`config.mk`:
```
export PLATFORM = sky130hd
export DESIGN_NAME = cpuIdTop
export DESIGN_NICKNAME = d
export VERILOG_FILES = /design/src/design/cpuIdPkg.sv /design/src/design/instrDecoder.sv /design/src/design/regFile.sv /design/src/design/hazardUnit.sv /design/src/design/idStage.sv /design/src/design/cpuIdTop.sv
export SDC_FILE = /design/constraint.sdc
export NUM_CORES = 2
export LEC_CHECK = 0
export ABC_AREA = 0
export ABC_CLOCK_PERIOD_IN_PS = 9500
export BUFFER_PORTS_ARGS = -buffer_cell sky130_fd_sc_hd__buf_4
export CORE_MARGIN = 2
export CORE_UTILIZATION = 30
export DETAILED_ROUTE_END_ITERATION = 6
export HOLD_SLACK_MARGIN = 0.02
export MAX_ROUTING_LAYER = met4
export PLACE_DENSITY = 0.54
export SLEW_MARGIN = 25
export SYNTH_ARGS = -nofsm -noshare
export SYNTH_HDL_FRONTEND = slang
export SYNTH_SLANG_ARGS = --single-unit
export TNS_END_PERCENT = 20
```
`constraint.sdc`:
```
create_clock -name clk -period 9.5 [get_ports clk]
set_input_delay 0.95 -clock clk [delete_from_list [all_inputs] [get_ports clk]]
set_output_delay 0.95 -clock clk [all_outputs]
set_load 0.03 [all_outputs]
```
`src/design/cpuIdPkg.sv`:
```
`default_nettype none

package cpuIdPkg;

    // Primary opcodes
    localparam logic [5:0] opSpecial = 6'b000000;
    localparam logic [5:0] opRegimm  = 6'b000001;
    localparam logic [5:0] opJ       = 6'b000010;
    localparam logic [5:0] opJal     = 6'b000011;
    localparam logic [5:0] opBeq     = 6'b000100;
    localparam logic [5:0] opBne     = 6'b000101;
    localparam logic [5:0] opOri     = 6'b001101;
    localparam logic [5:0] opLui     = 6'b001111;
    localparam logic [5:0] opLw      = 6'b100011;
    localparam logic [5:0] opSw      = 6'b101011;

    // SPECIAL funct codes
    localparam logic [5:0] fnJr   = 6'b001000;
    localparam logic [5:0] fnAddu = 6'b100001;
    localparam logic [5:0] fnSubu = 6'b100011;

    // REGIMM selects the branch through the rt field
    localparam logic [4:0] rtBltz = 5'b00000;
    localparam logic [4:0] rtBgez = 5'b00001;

    // Tuse is the stage distance to where an operand is consumed
    localparam logic [1:0] tuseId   = 2'd0;  // Branch compare, jr
    localparam logic [1:0] tuseEx   = 2'd1;  // ALU operands, address base
    localparam logic [1:0] tuseMem  = 2'd2;  // Store data
    localparam logic [1:0] tuseNone = 2'd3;  // Operand not read

    // Tnew is the stage distance until a result exists
    localparam logic [1:0] tnewLoad  = 2'd2;
    localparam logic [1:0] tnewAlu   = 2'd1;
    localparam logic [1:0] tnewEarly = 2'd0;  // lui and link value known in ID

    typedef enum logic [5:0] {
        kindNop = 6'd0,  // Must stay zero so a cleared bundle is a bubble
        kindAddu,
        kindSubu,
        kindOri,
        kindLui,
        kindLw,
        kindSw,
        kindBeq,
        kindBne,
        kindBgez,
        kindBltz,
        kindJ,
        kindJal,
        kindJr
    } instrKind_e;

    typedef struct packed {
        logic [5:0] opcode;
        logic [4:0] rs;
        logic [4:0] rt;
        logic [4:0] rd;
        logic [4:0] shamt;
        logic [5:0] funct;
    } rFields_s;

    typedef struct packed {
        logic [5:0]  opcode;
        logic [4:0]  rs;
        logic [4:0]  rt;
        logic [15:0] imm16;
    } iFields_s;

    typedef struct packed {
        logic [5:0]  opcode;
        logic [25:0] target;
    } jFields_s;

    typedef union packed {
        rFields_s    r;
        iFields_s    i;
        jFields_s    j;
        logic [31:0] raw;
    } instrWord_u;

    typedef struct packed {
        instrWord_u  instr;
        logic [31:0] pc;
    } fetchBundle_s;

    // Result of an in-flight producer, as seen from ID
    typedef struct packed {
        logic [4:0]  addr;
        logic [31:0] data;
        logic [1:0]  tnew;
    } fwdSource_s;

    typedef struct packed {
        logic        en;
        logic [4:0]  addr;
        logic [31:0] data;
    } wbWrite_s;

    typedef struct packed {
        instrKind_e  kind;
        logic [4:0]  rs;
        logic [4:0]  rt;
        logic [4:0]  rd;
        logic [15:0] imm16;
        logic [4:0]  shamt;
        logic [25:0] jumpTarget;
        logic [1:0]  tuseRs;
        logic [1:0]  tuseRt;
        logic [1:0]  tnew;
    } decodeInfo_s;

    typedef struct packed {
        instrKind_e  kind;
        logic [31:0] pc;
        logic [31:0] dataRs;
        logic [31:0] dataRt;
        logic [15:0] imm16;
        logic [4:0]  shamt;
        logic [4:0]  addrRs;
        logic [4:0]  addrRt;
        logic [4:0]  addrRd;
        logic [4:0]  wrAddr;
        logic [31:0] wrData;
        logic [1:0]  tnew;
    } exBundle_s;

    typedef struct packed {
        instrKind_e  kind;
        logic        cmp;
        logic [15:0] imm16;
        logic [25:0] jumpTarget;
        logic [31:0] jumpReg;
    } npcInfo_s;

endpackage

`default_nettype wire

```
`src/design/instrDecoder.sv`:
```
`timescale 1ns/10ps
`default_nettype none

module instrDecoder (
    input  cpuIdPkg::instrWord_u  word,
    output cpuIdPkg::decodeInfo_s info
);
    import cpuIdPkg::*;

    instrKind_e kind;
    logic [1:0] tuseRs;
    logic [1:0] tuseRt;
    logic [1:0] tnew;

    // Opcode first, then funct or rt for the two shared opcodes
    always_comb begin
        kind = kindNop;
        case (word.r.opcode)
            opSpecial: begin
                case (word.r.funct)
                    fnAddu:  kind = kindAddu;
                    fnSubu:  kind = kindSubu;
                    fnJr:    kind = kindJr;
                    default: kind = kindNop;  // Includes the all-zero nop
                endcase
            end
            opRegimm: begin
                case (word.i.rt)
                    rtBgez:  kind = kindBgez;
                    rtBltz:  kind = kindBltz;
                    default: kind = kindNop;
                endcase
            end
            opJ:     kind = kindJ;
            opJal:   kind = kindJal;
            opBeq:   kind = kindBeq;
            opBne:   kind = kindBne;
            opOri:   kind = kindOri;
            opLui:   kind = kindLui;
            opLw:    kind = kindLw;
            opSw:    kind = kindSw;
            default: kind = kindNop;
        endcase
    end

    // Per-kind operand demand and result latency
    always_comb begin
        tuseRs = tuseNone;
        tuseRt = tuseNone;
        tnew   = tnewEarly;
        case (kind)
            kindAddu, kindSubu: begin
                tuseRs = tuseEx;
                tuseRt = tuseEx;
                tnew   = tnewAlu;
            end
            kindOri: begin
                tuseRs = tuseEx;
                tnew   = tnewAlu;
            end
            kindLw: begin
                tuseRs = tuseEx;  // Address base
                tnew   = tnewLoad;
            end
            kindSw: begin
                tuseRs = tuseEx;
                tuseRt = tuseMem;  // Store data needed only in MEM
            end
            kindBeq, kindBne: begin
                tuseRs = tuseId;
                tuseRt = tuseId;
            end
            kindBgez, kindBltz, kindJr: tuseRs = tuseId;
            default: ;  // lui, j, jal and nop read no register
        endcase
    end

    always_comb begin
        info        = '0;
        info.tuseRs = tuseRs;
        info.tuseRt = tuseRt;
        info.tnew   = tnew;
        if (kind != kindNop) begin  // Unknown words leave all fields zero
            info.kind       = kind;
            info.rs         = word.r.rs;
            info.rt         = word.r.rt;
            info.rd         = word.r.rd;
            info.shamt      = word.r.shamt;
            info.imm16      = word.i.imm16;
            info.jumpTarget = word.j.target;
        end
    end

endmodule

`default_nettype wire

```
`src/design/regFile.sv`:
```
`timescale 1ns/10ps
`default_nettype none

module regFile (
    input  logic               clk,
    input  logic               rstN,
    input  cpuIdPkg::wbWrite_s wr,
    input  logic [4:0]         rdAddr1,
    input  logic [4:0]         rdAddr2,
    output logic [31:0]        rdData1,
    output logic [31:0]        rdData2
);
    import cpuIdPkg::*;

    logic [31:0] regs [32];

    // Register 0 is cleared by reset and never written
    always_ff @(posedge clk) begin
        if (!rstN) begin
            for (int i = 0; i < 32; i++) begin
                regs[i] <= '0;
            end
        end else if (wr.en && wr.addr != 5'd0) begin
            regs[wr.addr] <= wr.data;
        end
    end

    // Write-through so the value committed this edge is already visible
    function automatic logic [31:0] readPort(
        input logic [4:0]  addr,
        input logic [31:0] stored,
        input wbWrite_s    w
    );
        logic [31:0] value;
        value = stored;
        if (addr == 5'd0) begin
            value = '0;
        end else if (w.en && w.addr == addr) begin
            value = w.data;
        end
        return value;
    endfunction

    always_comb begin
        rdData1 = readPort(rdAddr1, regs[rdAddr1], wr);
        rdData2 = readPort(rdAddr2, regs[rdAddr2], wr);
    end

endmodule

`default_nettype wire

```
`src/design/hazardUnit.sv`:
```
`timescale 1ns/10ps
`default_nettype none

module hazardUnit (
    input  cpuIdPkg::decodeInfo_s info,
    input  cpuIdPkg::fwdSource_s  exSrc,
    input  cpuIdPkg::fwdSource_s  memSrc,
    output logic                  stall
);
    import cpuIdPkg::*;

    logic rsHitEx;
    logic rsHitMem;
    logic rtHitEx;
    logic rtHitMem;
    logic rsWaitEx;
    logic rsWaitMem;
    logic rtWaitEx;
    logic rtWaitMem;

    // Producer writes the operand's register, zero never counts
    function automatic logic addrHit(
        input logic [4:0] addr,
        input fwdSource_s src
    );
        return (src.addr != 5'd0) && (src.addr == addr);
    endfunction

    always_comb begin
        rsHitEx  = addrHit(info.rs, exSrc);
        rsHitMem = addrHit(info.rs, memSrc);
        rtHitEx  = addrHit(info.rt, exSrc);
        rtHitMem = addrHit(info.rt, memSrc);
    end

    // Wait while the value arrives later than the operand is consumed
    // tuseNone is 3 and no Tnew exceeds 2, so unused operands never wait
    always_comb begin
        rsWaitEx  = rsHitEx  && (info.tuseRs < exSrc.tnew);
        rsWaitMem = rsHitMem && (info.tuseRs < memSrc.tnew);
        rtWaitEx  = rtHitEx  && (info.tuseRt < exSrc.tnew);
        rtWaitMem = rtHitMem && (info.tuseRt < memSrc.tnew);
    end

    assign stall = rsWaitEx | rsWaitMem | rtWaitEx | rtWaitMem;

endmodule

`default_nettype wire

```
`src/design/idStage.sv`:
```
`timescale 1ns/10ps
`default_nettype none

module idStage (
    input  logic                  clk,
    input  logic                  rstN,
    input  logic                  flush,
    input  logic                  stall,
    input  cpuIdPkg::fetchBundle_s fetch,
    input  cpuIdPkg::decodeInfo_s info,
    input  logic [31:0]           rdData1,
    input  logic [31:0]           rdData2,
    input  cpuIdPkg::fwdSource_s  exSrc,
    input  cpuIdPkg::fwdSource_s  memSrc,
    output logic [4:0]            rdAddr1,
    output logic [4:0]            rdAddr2,
    output cpuIdPkg::npcInfo_s    npc,
    output cpuIdPkg::exBundle_s   exOut
);
    import cpuIdPkg::*;

    logic [31:0] opRs;
    logic [31:0] opRt;
    logic        cmp;
    logic [4:0]  wrAddr;
    logic [31:0] wrData;
    logic [1:0]  tnewNext;
    logic        loadBubble;
    exBundle_s   nextEx;

    assign rdAddr1 = info.rs;
    assign rdAddr2 = info.rt;

    // Newest producer wins, register file last
    function automatic logic [31:0] pickOperand(
        input logic [4:0]  addr,
        input logic [31:0] rfData,
        input fwdSource_s  ex,
        input fwdSource_s  mem
    );
        logic [31:0] value;
        value = rfData;
        if (addr != 5'd0 && ex.addr == addr) begin
            value = ex.data;
        end else if (addr != 5'd0 && mem.addr == addr) begin
            value = mem.data;
        end
        return value;
    endfunction

    always_comb begin
        opRs = pickOperand(info.rs, rdData1, exSrc, memSrc);
        opRt = pickOperand(info.rt, rdData2, exSrc, memSrc);
    end

    always_comb begin
        case (info.kind)
            kindBeq:  cmp = (opRs == opRt);
            kindBne:  cmp = (opRs != opRt);
            kindBgez: cmp = ~opRs[31];  // Sign bit clear
            kindBltz: cmp = opRs[31];
            default:  cmp = 1'b0;
        endcase
    end

    always_comb begin
        npc.kind       = info.kind;
        npc.cmp        = cmp;
        npc.imm16      = info.imm16;
        npc.jumpTarget = info.jumpTarget;
        npc.jumpReg    = opRs;  // jr target
    end

    // Destination register per kind
    always_comb begin
        case (info.kind)
            kindJal:            wrAddr = 5'd31;
            kindAddu, kindSubu: wrAddr = info.rd;
            kindOri, kindLui,
            kindLw:             wrAddr = info.rt;
            default:            wrAddr = 5'd0;
        endcase
    end

    // Values already known in ID travel with the instruction
    always_comb begin
        case (info.kind)
            kindJal: wrData = fetch.pc + 32'd8;     // Link past the delay slot
            kindLui: wrData = {info.imm16, 16'h0000};
            default: wrData = '0;
        endcase
    end

    // One stage closer to its result once in EX
    assign tnewNext = (info.tnew != 2'd0) ? info.tnew - 2'd1 : 2'd0;

    always_comb begin
        nextEx.kind   = info.kind;
        nextEx.pc     = fetch.pc;
        nextEx.dataRs = opRs;
        nextEx.dataRt = opRt;
        nextEx.imm16  = info.imm16;
        nextEx.shamt  = info.shamt;
        nextEx.addrRs = info.rs;
        nextEx.addrRt = info.rt;
        nextEx.addrRd = info.rd;
        nextEx.wrAddr = wrAddr;
        nextEx.wrData = wrData;
        nextEx.tnew   = tnewNext;
    end

    // Unsupported words go down the pipe as a plain bubble too
    assign loadBubble = flush | stall | (info.kind == kindNop);

    always_ff @(posedge clk) begin
        if (!rstN || loadBubble) begin
            exOut <= '0;  // kindNop with every field zero
        end else begin
            exOut <= nextEx;
        end
    end

endmodule

`default_nettype wire

```
`src/design/cpuIdTop.sv`:
```
`timescale 1ns/10ps
`default_nettype none

module cpuIdTop (
    input  logic                   clk,
    input  logic                   rstN,
    input  logic                   flush,
    input  cpuIdPkg::fetchBundle_s fetch,
    input  cpuIdPkg::fwdSource_s   exSrc,
    input  cpuIdPkg::fwdSource_s   memSrc,
    input  cpuIdPkg::wbWrite_s     wb,
    output cpuIdPkg::exBundle_s    exOut,
    output cpuIdPkg::npcInfo_s     npc,
    output logic                   stall
);
    import cpuIdPkg::*;

    decodeInfo_s info;
    logic [4:0]  rdAddr1;
    logic [4:0]  rdAddr2;
    logic [31:0] rdData1;
    logic [31:0] rdData2;

    instrDecoder decoder (
        .word (fetch.instr),
        .info (info)
    );

    regFile grf (
        .clk     (clk),
        .rstN    (rstN),
        .wr      (wb),
        .rdAddr1 (rdAddr1),
        .rdAddr2 (rdAddr2),
        .rdData1 (rdData1),
        .rdData2 (rdData2)
    );

    hazardUnit hazard (
        .info   (info),
        .exSrc  (exSrc),
        .memSrc (memSrc),
        .stall  (stall)
    );

    idStage stage (
        .clk     (clk),
        .rstN    (rstN),
        .flush   (flush),
        .stall   (stall),
        .fetch   (fetch),
        .info    (info),
        .rdData1 (rdData1),
        .rdData2 (rdData2),
        .exSrc   (exSrc),
        .memSrc  (memSrc),
        .rdAddr1 (rdAddr1),
        .rdAddr2 (rdAddr2),
        .npc     (npc),
        .exOut   (exOut)
    );

endmodule

`default_nettype wire

```
# ---- After elaboration in Yosys (flattened, before gate mapping)
# Memories as Yosys holds them, arrays and structs flattened.
# Index checks and enable logic that the tools add are counted.
dict set report op_classes {
  order_cmp 4
  eq_ne 41
  addsub 2
  bitwise_logic 8
  reduce_logical 39
  mux 25
}
# operator count
set ops {}
lappend ops {{32-bit 2-to-1 mux} 9}
lappend ops {{68-bit 2-to-1 mux} 1}
lappend ops {{6-bit by 4-bit equality test with 1-bit output, second input constant} 11}
lappend ops {{32-bit case mux with 2 select lines} 1}
lappend ops {{6-bit case mux with 10 select lines} 1}
lappend ops {{6-bit by 3-bit equality test with 1-bit output, second input constant} 8}
lappend ops {{6-bit by 2-bit equality test with 1-bit output, second input constant} 6}
lappend ops {{32-bit by 4-bit adder with 32-bit output, second input constant} 1}
lappend ops {{32-bit equality test} 1}
lappend ops {{32-bit != test} 1}
lappend ops {{32-bit OR reduction} 1}
lappend ops {{5-bit equality test} 6}
lappend ops {{5-bit nonzero test} 5}
lappend ops {{6-bit equality test, second input constant} 4}
lappend ops {{6-bit by 1-bit equality test with 1-bit output, second input constant} 3}
lappend ops {{1-bit logical AND} 15}
lappend ops {{5-bit zero test} 3}
lappend ops {{5-bit case mux with 3 select lines} 1}
lappend ops {{6-bit zero test} 2}
lappend ops {{4-bit case mux with 3 select lines} 1}
lappend ops {{2-bit OR reduction} 5}
lappend ops {{5-bit OR reduction} 2}
lappend ops {{2-bit less-than comparator} 4}
lappend ops {{2-bit case mux with 2 select lines} 2}
lappend ops {{other kinds (14)} 25}
dict set report totals {
  wordCells 132
  regBits 177
  in_bits 183
  out_inout_bits 259
  ramBits 1024
  mem_count 1
}
# memory depth word_bits rd rd_ports_with_merged_regs write_ports line
set memory_table {}
lappend memory_table {grf.regs 32 32 2 0 32 regFile.sv:15} ;# logic [31:0] regs [32];

# ---- Longest topological paths before layout
dict set report depth {
  depth_word 15
  ltp_mapped 25
  mapped_depth_nobuf 17
}

# ---- Cells and area by module
# A second synthesis with hierarchy kept.
dict set report hier_totals {
  cells_unflattened 4934
  area_unflattened_um2 64785.9
}
# module seq_area_each_um2 cells_each area_per_inst_um2 instances
set by_module_without_submodules {}
lappend by_module_without_submodules {regFile 30749.5 3818 55315.6 1}
lappend by_module_without_submodules {idStage 3543.4 932 7972.6 1}
lappend by_module_without_submodules {instrDecoder 0.0 139 1114.8 1}
lappend by_module_without_submodules {hazardUnit 0.0 45 382.9 1}

# ---- Least setup slack after synthesis
# OpenSTA, ideal clock, no wires.
dict set report synth_path {
  kind {input to output}
  from {input port fetch[61] in the netlist's numbering}
  to {output port npc[74] in the netlist's numbering}
  required_ns 8.550
  t_arrival_ns 5.508
  path_buffers 8
  slack_ns 3.042
  path_stages 21
  path_cell_list {buf_6 > or4_4 > buf_6 > or4_4 > nand3_1 > buf_6 > nor4_2 > buf_6 > buf_6 > buf_2 > a31oi_2 > nand3_2 > clkbuf_1 > o21ai_0 > xor2_1 > nand4_1 > nor4_1 > nand3_1 > xnor2_1 > o2bb2ai_1 > buf_4}
}
# element line
set synth_lines {}
lappend synth_lines {{start: declaration} cpuIdTop.sv:8} ;# input cpuIdPkg::fetchBundle_s fetch,
lappend synth_lines {{end: declaration} cpuIdTop.sv:13} ;# output cpuIdPkg::npcInfo_s npc,

==> summary.md <==
| Metric | Value |
|---|---|
| Status | `finished, violations left` |
| Failing checks | `design-rule violations` |
| Tmin final | `9470 ps` |
| Synth cell types | `100` |
| Final Max Tran Viols | `0` |
| CP Class | `primary input to output pin` |
| # nets final | `6,538` |
| H-tree depth | `4` |
| Skew final | `46.1 ps` |
| Clk pwr share | `38.3%` |
| Post-synthesis mux area share | `8.99%` |
| Peak supply drop | `0.159 mV` |
| Post-synth EDFFs | `1,024` |
| Share of cells above drive strength 1 | `20.1%` |
| Routed WL | `392,000 um` |
| Core Footprint | `217,000 um2` |
| CTS Buffer Depth | `3` |
| Clk sinks | `1,194` |
| Predominant post-synthesis flop cell | `edfxtp_1` |
| Largest cells by area after synthesis | `edfxtp_1 47%, and2_1 9.5%, dfxtp_1 5.2%` |
| Syn-to-layout area delta | `18.5%` |
| Simple-Gate Fraction of Synth Area | `17.1%` |
| First DRT Iteration DRCs | `10,796` |
| Static leakage | `27.9 nW` |
| Period utilisation layout | `99.7%` |
| HPWL Detailed | `263,000 um` |
| Flop-to-flop setup slack | `5760 ps` |
| Arr. time, crit path | `8520 ps` |
| Relative slew slack | `8.85%` |
| Drt pass-1 iters | `7` |
| Pin count of the biggest net entering global routing | `79` |
| Hold endpoint | `stage.exOut[5]` |
| Setup bufs post-CTS | `0` |
| Post-CTS Hold Buffers | `0` |
| Ys Warns | `0` |
| Root Buffer | `clkbuf_16` |
| Final GP Congestion | `1.08` |
| Biggest area consumer among synthesized cells | `edfxtp_1` |
| Average routed wire per standard cell | `41.9 um` |
| Synth Area in Compound Gates | `15.9%` |
| Register Area | `34,200 um2` |
| Most common cell after layout, fill and taps aside | `edfxtp_1` |
| Async set or reset register ratio after synthesis | `0%` |
| Worst skew pair latency | `860 ps` |
| Total GRT Usage | `35.2%` |
| Tightest Hold Check Type | `primary input to flip-flop` |
| Worst-path clk slew | `70 ps` |
| I/O pin count | `442` |
| Worst r2r path cells | `9` |
| CP Launch Type | `primary input` |
| Setup Viol. Count Final | `0` |
| Reg2reg start | `grf.regs[25][13]` |
| Setup TNS Final | `0 ps` |
| First-pass GRT wire length | `519,000 um` |
| Die Ht | `471 um` |
| Synth Area in Adders | `0.115%` |
| Worst slew pin tran | `1350 ps` |
| Hold path start | `fetch[3]` |
| Logic pwr share | `18.2%` |
| Initial antenna violation count | `58` |
| Overflow after GRT | `0` |
| Placed cell count | `9,062` |
| Util after Layout | `35.8%` |
| Mapped Cells | `6,073` |
| Fraction of synthesized cell area in xor and xnor cells | `1.07%` |
| CTS buffer count | `138` |
| Int Pwr | `9.61 mW` |
| Full die area | `222,000 um2` |
| Most frequent cells in the layout | `1,024 x edfxtp_1, 991 x and2_1, 745 x buf_4, 330 x nand2_1, 301 x mux2i_1` |
| Sw Share | `31.5%` |
| CTS tree | `done` |
| Initial core utilization | `30.2%` |
| Hold Crit Depth | `2` |
| R2R Path End | `stage.exOut[120]` |
| Vias/cell | `6.42` |
| Vias in the first global route | `55,693` |
| Row count | `171` |
| Crit Path Max Fanout | `22` |
| Synth top area share | `46.9%` |
| Syn_area_per_cell | `10.8 um2` |
| Remaining DRCs | `9` |
| Switch Pwr | `4.42 mW` |
| Die width | `471 um` |
| Final hold violation count | `0` |
| CP endpoint kind | `output pin` |
| # resized after CTS | `0` |
| FILL cells | `21,528` |
| Power density over the cells | `181 nW/um2` |
| Post-route ant nets | `0` |
| WP data required | `8550 ps` |
| Fmax achieved | `106 MHz` |
| Finished Layout Cells | `9,356` |
| Area of the multi-input gates | `29,100 um2` |
| I/O Buffers | `437` |
| Via count | `60,100` |
| Largest family of logic cells by synthesized area | `simple AND/OR/NAND/NOR gates` |
| Total power draw | `14.0 mW` |
| RSZ-0062 raised after global routing | `no` |
| Mapped Area | `65,600 um2` |
| Sequential area share after synthesis | `52.1%` |
| FF+latch count, synth | `1,194` |
| Flop pwr share | `43.4%` |
| Max-cap violations | `0` |
## sequential cells by signal (all words and copies together) (netlist names)
| signal | flops |
|---|---|
| stage.exOut | 170 |
| grf.regs | 1024 |
## worst max path at each step
stage | startpoint | endpoint | slack, ps | cells after the start
after floorplan | fetch[61] | npc[74] | 3040 | 21
after CTS | fetch[51] | npc[74] | 460 | 21
final | fetch[51] | npc[74] | 30 | 20
after detailed placement | fetch[51] | npc[74] | 510 | 22
after global routing | fetch[51] | npc[74] | 220 | 21
after global placement | fetch[51] | npc[74] | 520 | 22
## power groups by stage
stage,combinational (mW),clock (mW),sequential [mW]
5_1_grt,2.52,5.56,6.12
3_3_place_gp,2.41,0,6.19
6_report,2.56,5.38,6.09
4_1_cts,2.41,5.38,6.09
2_1_floorplan,1.10,0,6.17
3_5_place_dp,2.41,0,6.20
## critical path, stage by stage
cell       delay (ps)
buf_4             230
or4b_1            580
nor3_1            370
o41ai_4           150
inv_2             650
o41ai_4           230
inv_2             790
a21oi_1           150
a221oi_1          820
nor3_1            110
a221oi_1         1080
buf_4             260
o31ai_1           110
xor2_1            290
o211ai_1          120
nor4_1            340
nand3_1           450
xnor2_1           320
o2bb2ai_1         220
buf_4             230
## cells by family after synthesis
| family | after synthesis |
|---|---|
| xor+xnor | 80 |
| other cells | 1 |
| fa+ha+maj | 6 |
| buf+inv | 747 |
| simple gates | 2088 |
| mux | 484 |
| flops | 1194 |
| compound gates | 1473 |
## synthesized netlist by cell type, types with 79 or more instances
master / instances
mux2_2: 110
buf_1: 89
o22ai_1: 110
nor2_1: 337
edfxtp_1: 1024
dfxtp_1: 170
clkbuf_1: 458
nand2_1: 332
a221oi_1: 140
o21ai_0: 242
a21oi_1: 297
nor3_1: 175
mux2i_1: 301
nand3_1: 79
a211oi_1: 131
o221ai_1: 89
and2_1: 991
## final cells by class
cell class	instances	area share, %
Sequential cell	1194	44.0
Multi-Input combinational cell	4167	37.5
Timing Repair Buffer	770	7.77
Clock buffer	192	5.03
Tap cell	2854	4.60
Clock inverter	49	0.569
Inverter	78	0.383
Antenna cell	52	0.168
## metrics by stage
step / setup slack [ps] / hold slack [ps] / area (um2)
after floorplan: 3040 / 723 / 65700
after global placement: 519 / 1080 / 73100
after detailed placement: 508 / 1080 / 73200
after CTS: 456 / 276 / 77500
after global routing: 218 / 296 / 77700
final: 29.5 / 296 / 77700
## layer usage
metal	global-route usage [%]	share of wire, %
met4	26.2	9.1
met2	50.6	43
met5	-	0
met3	11.5	13
met1	40.7	35
Power figures use the tool's default switching activity.
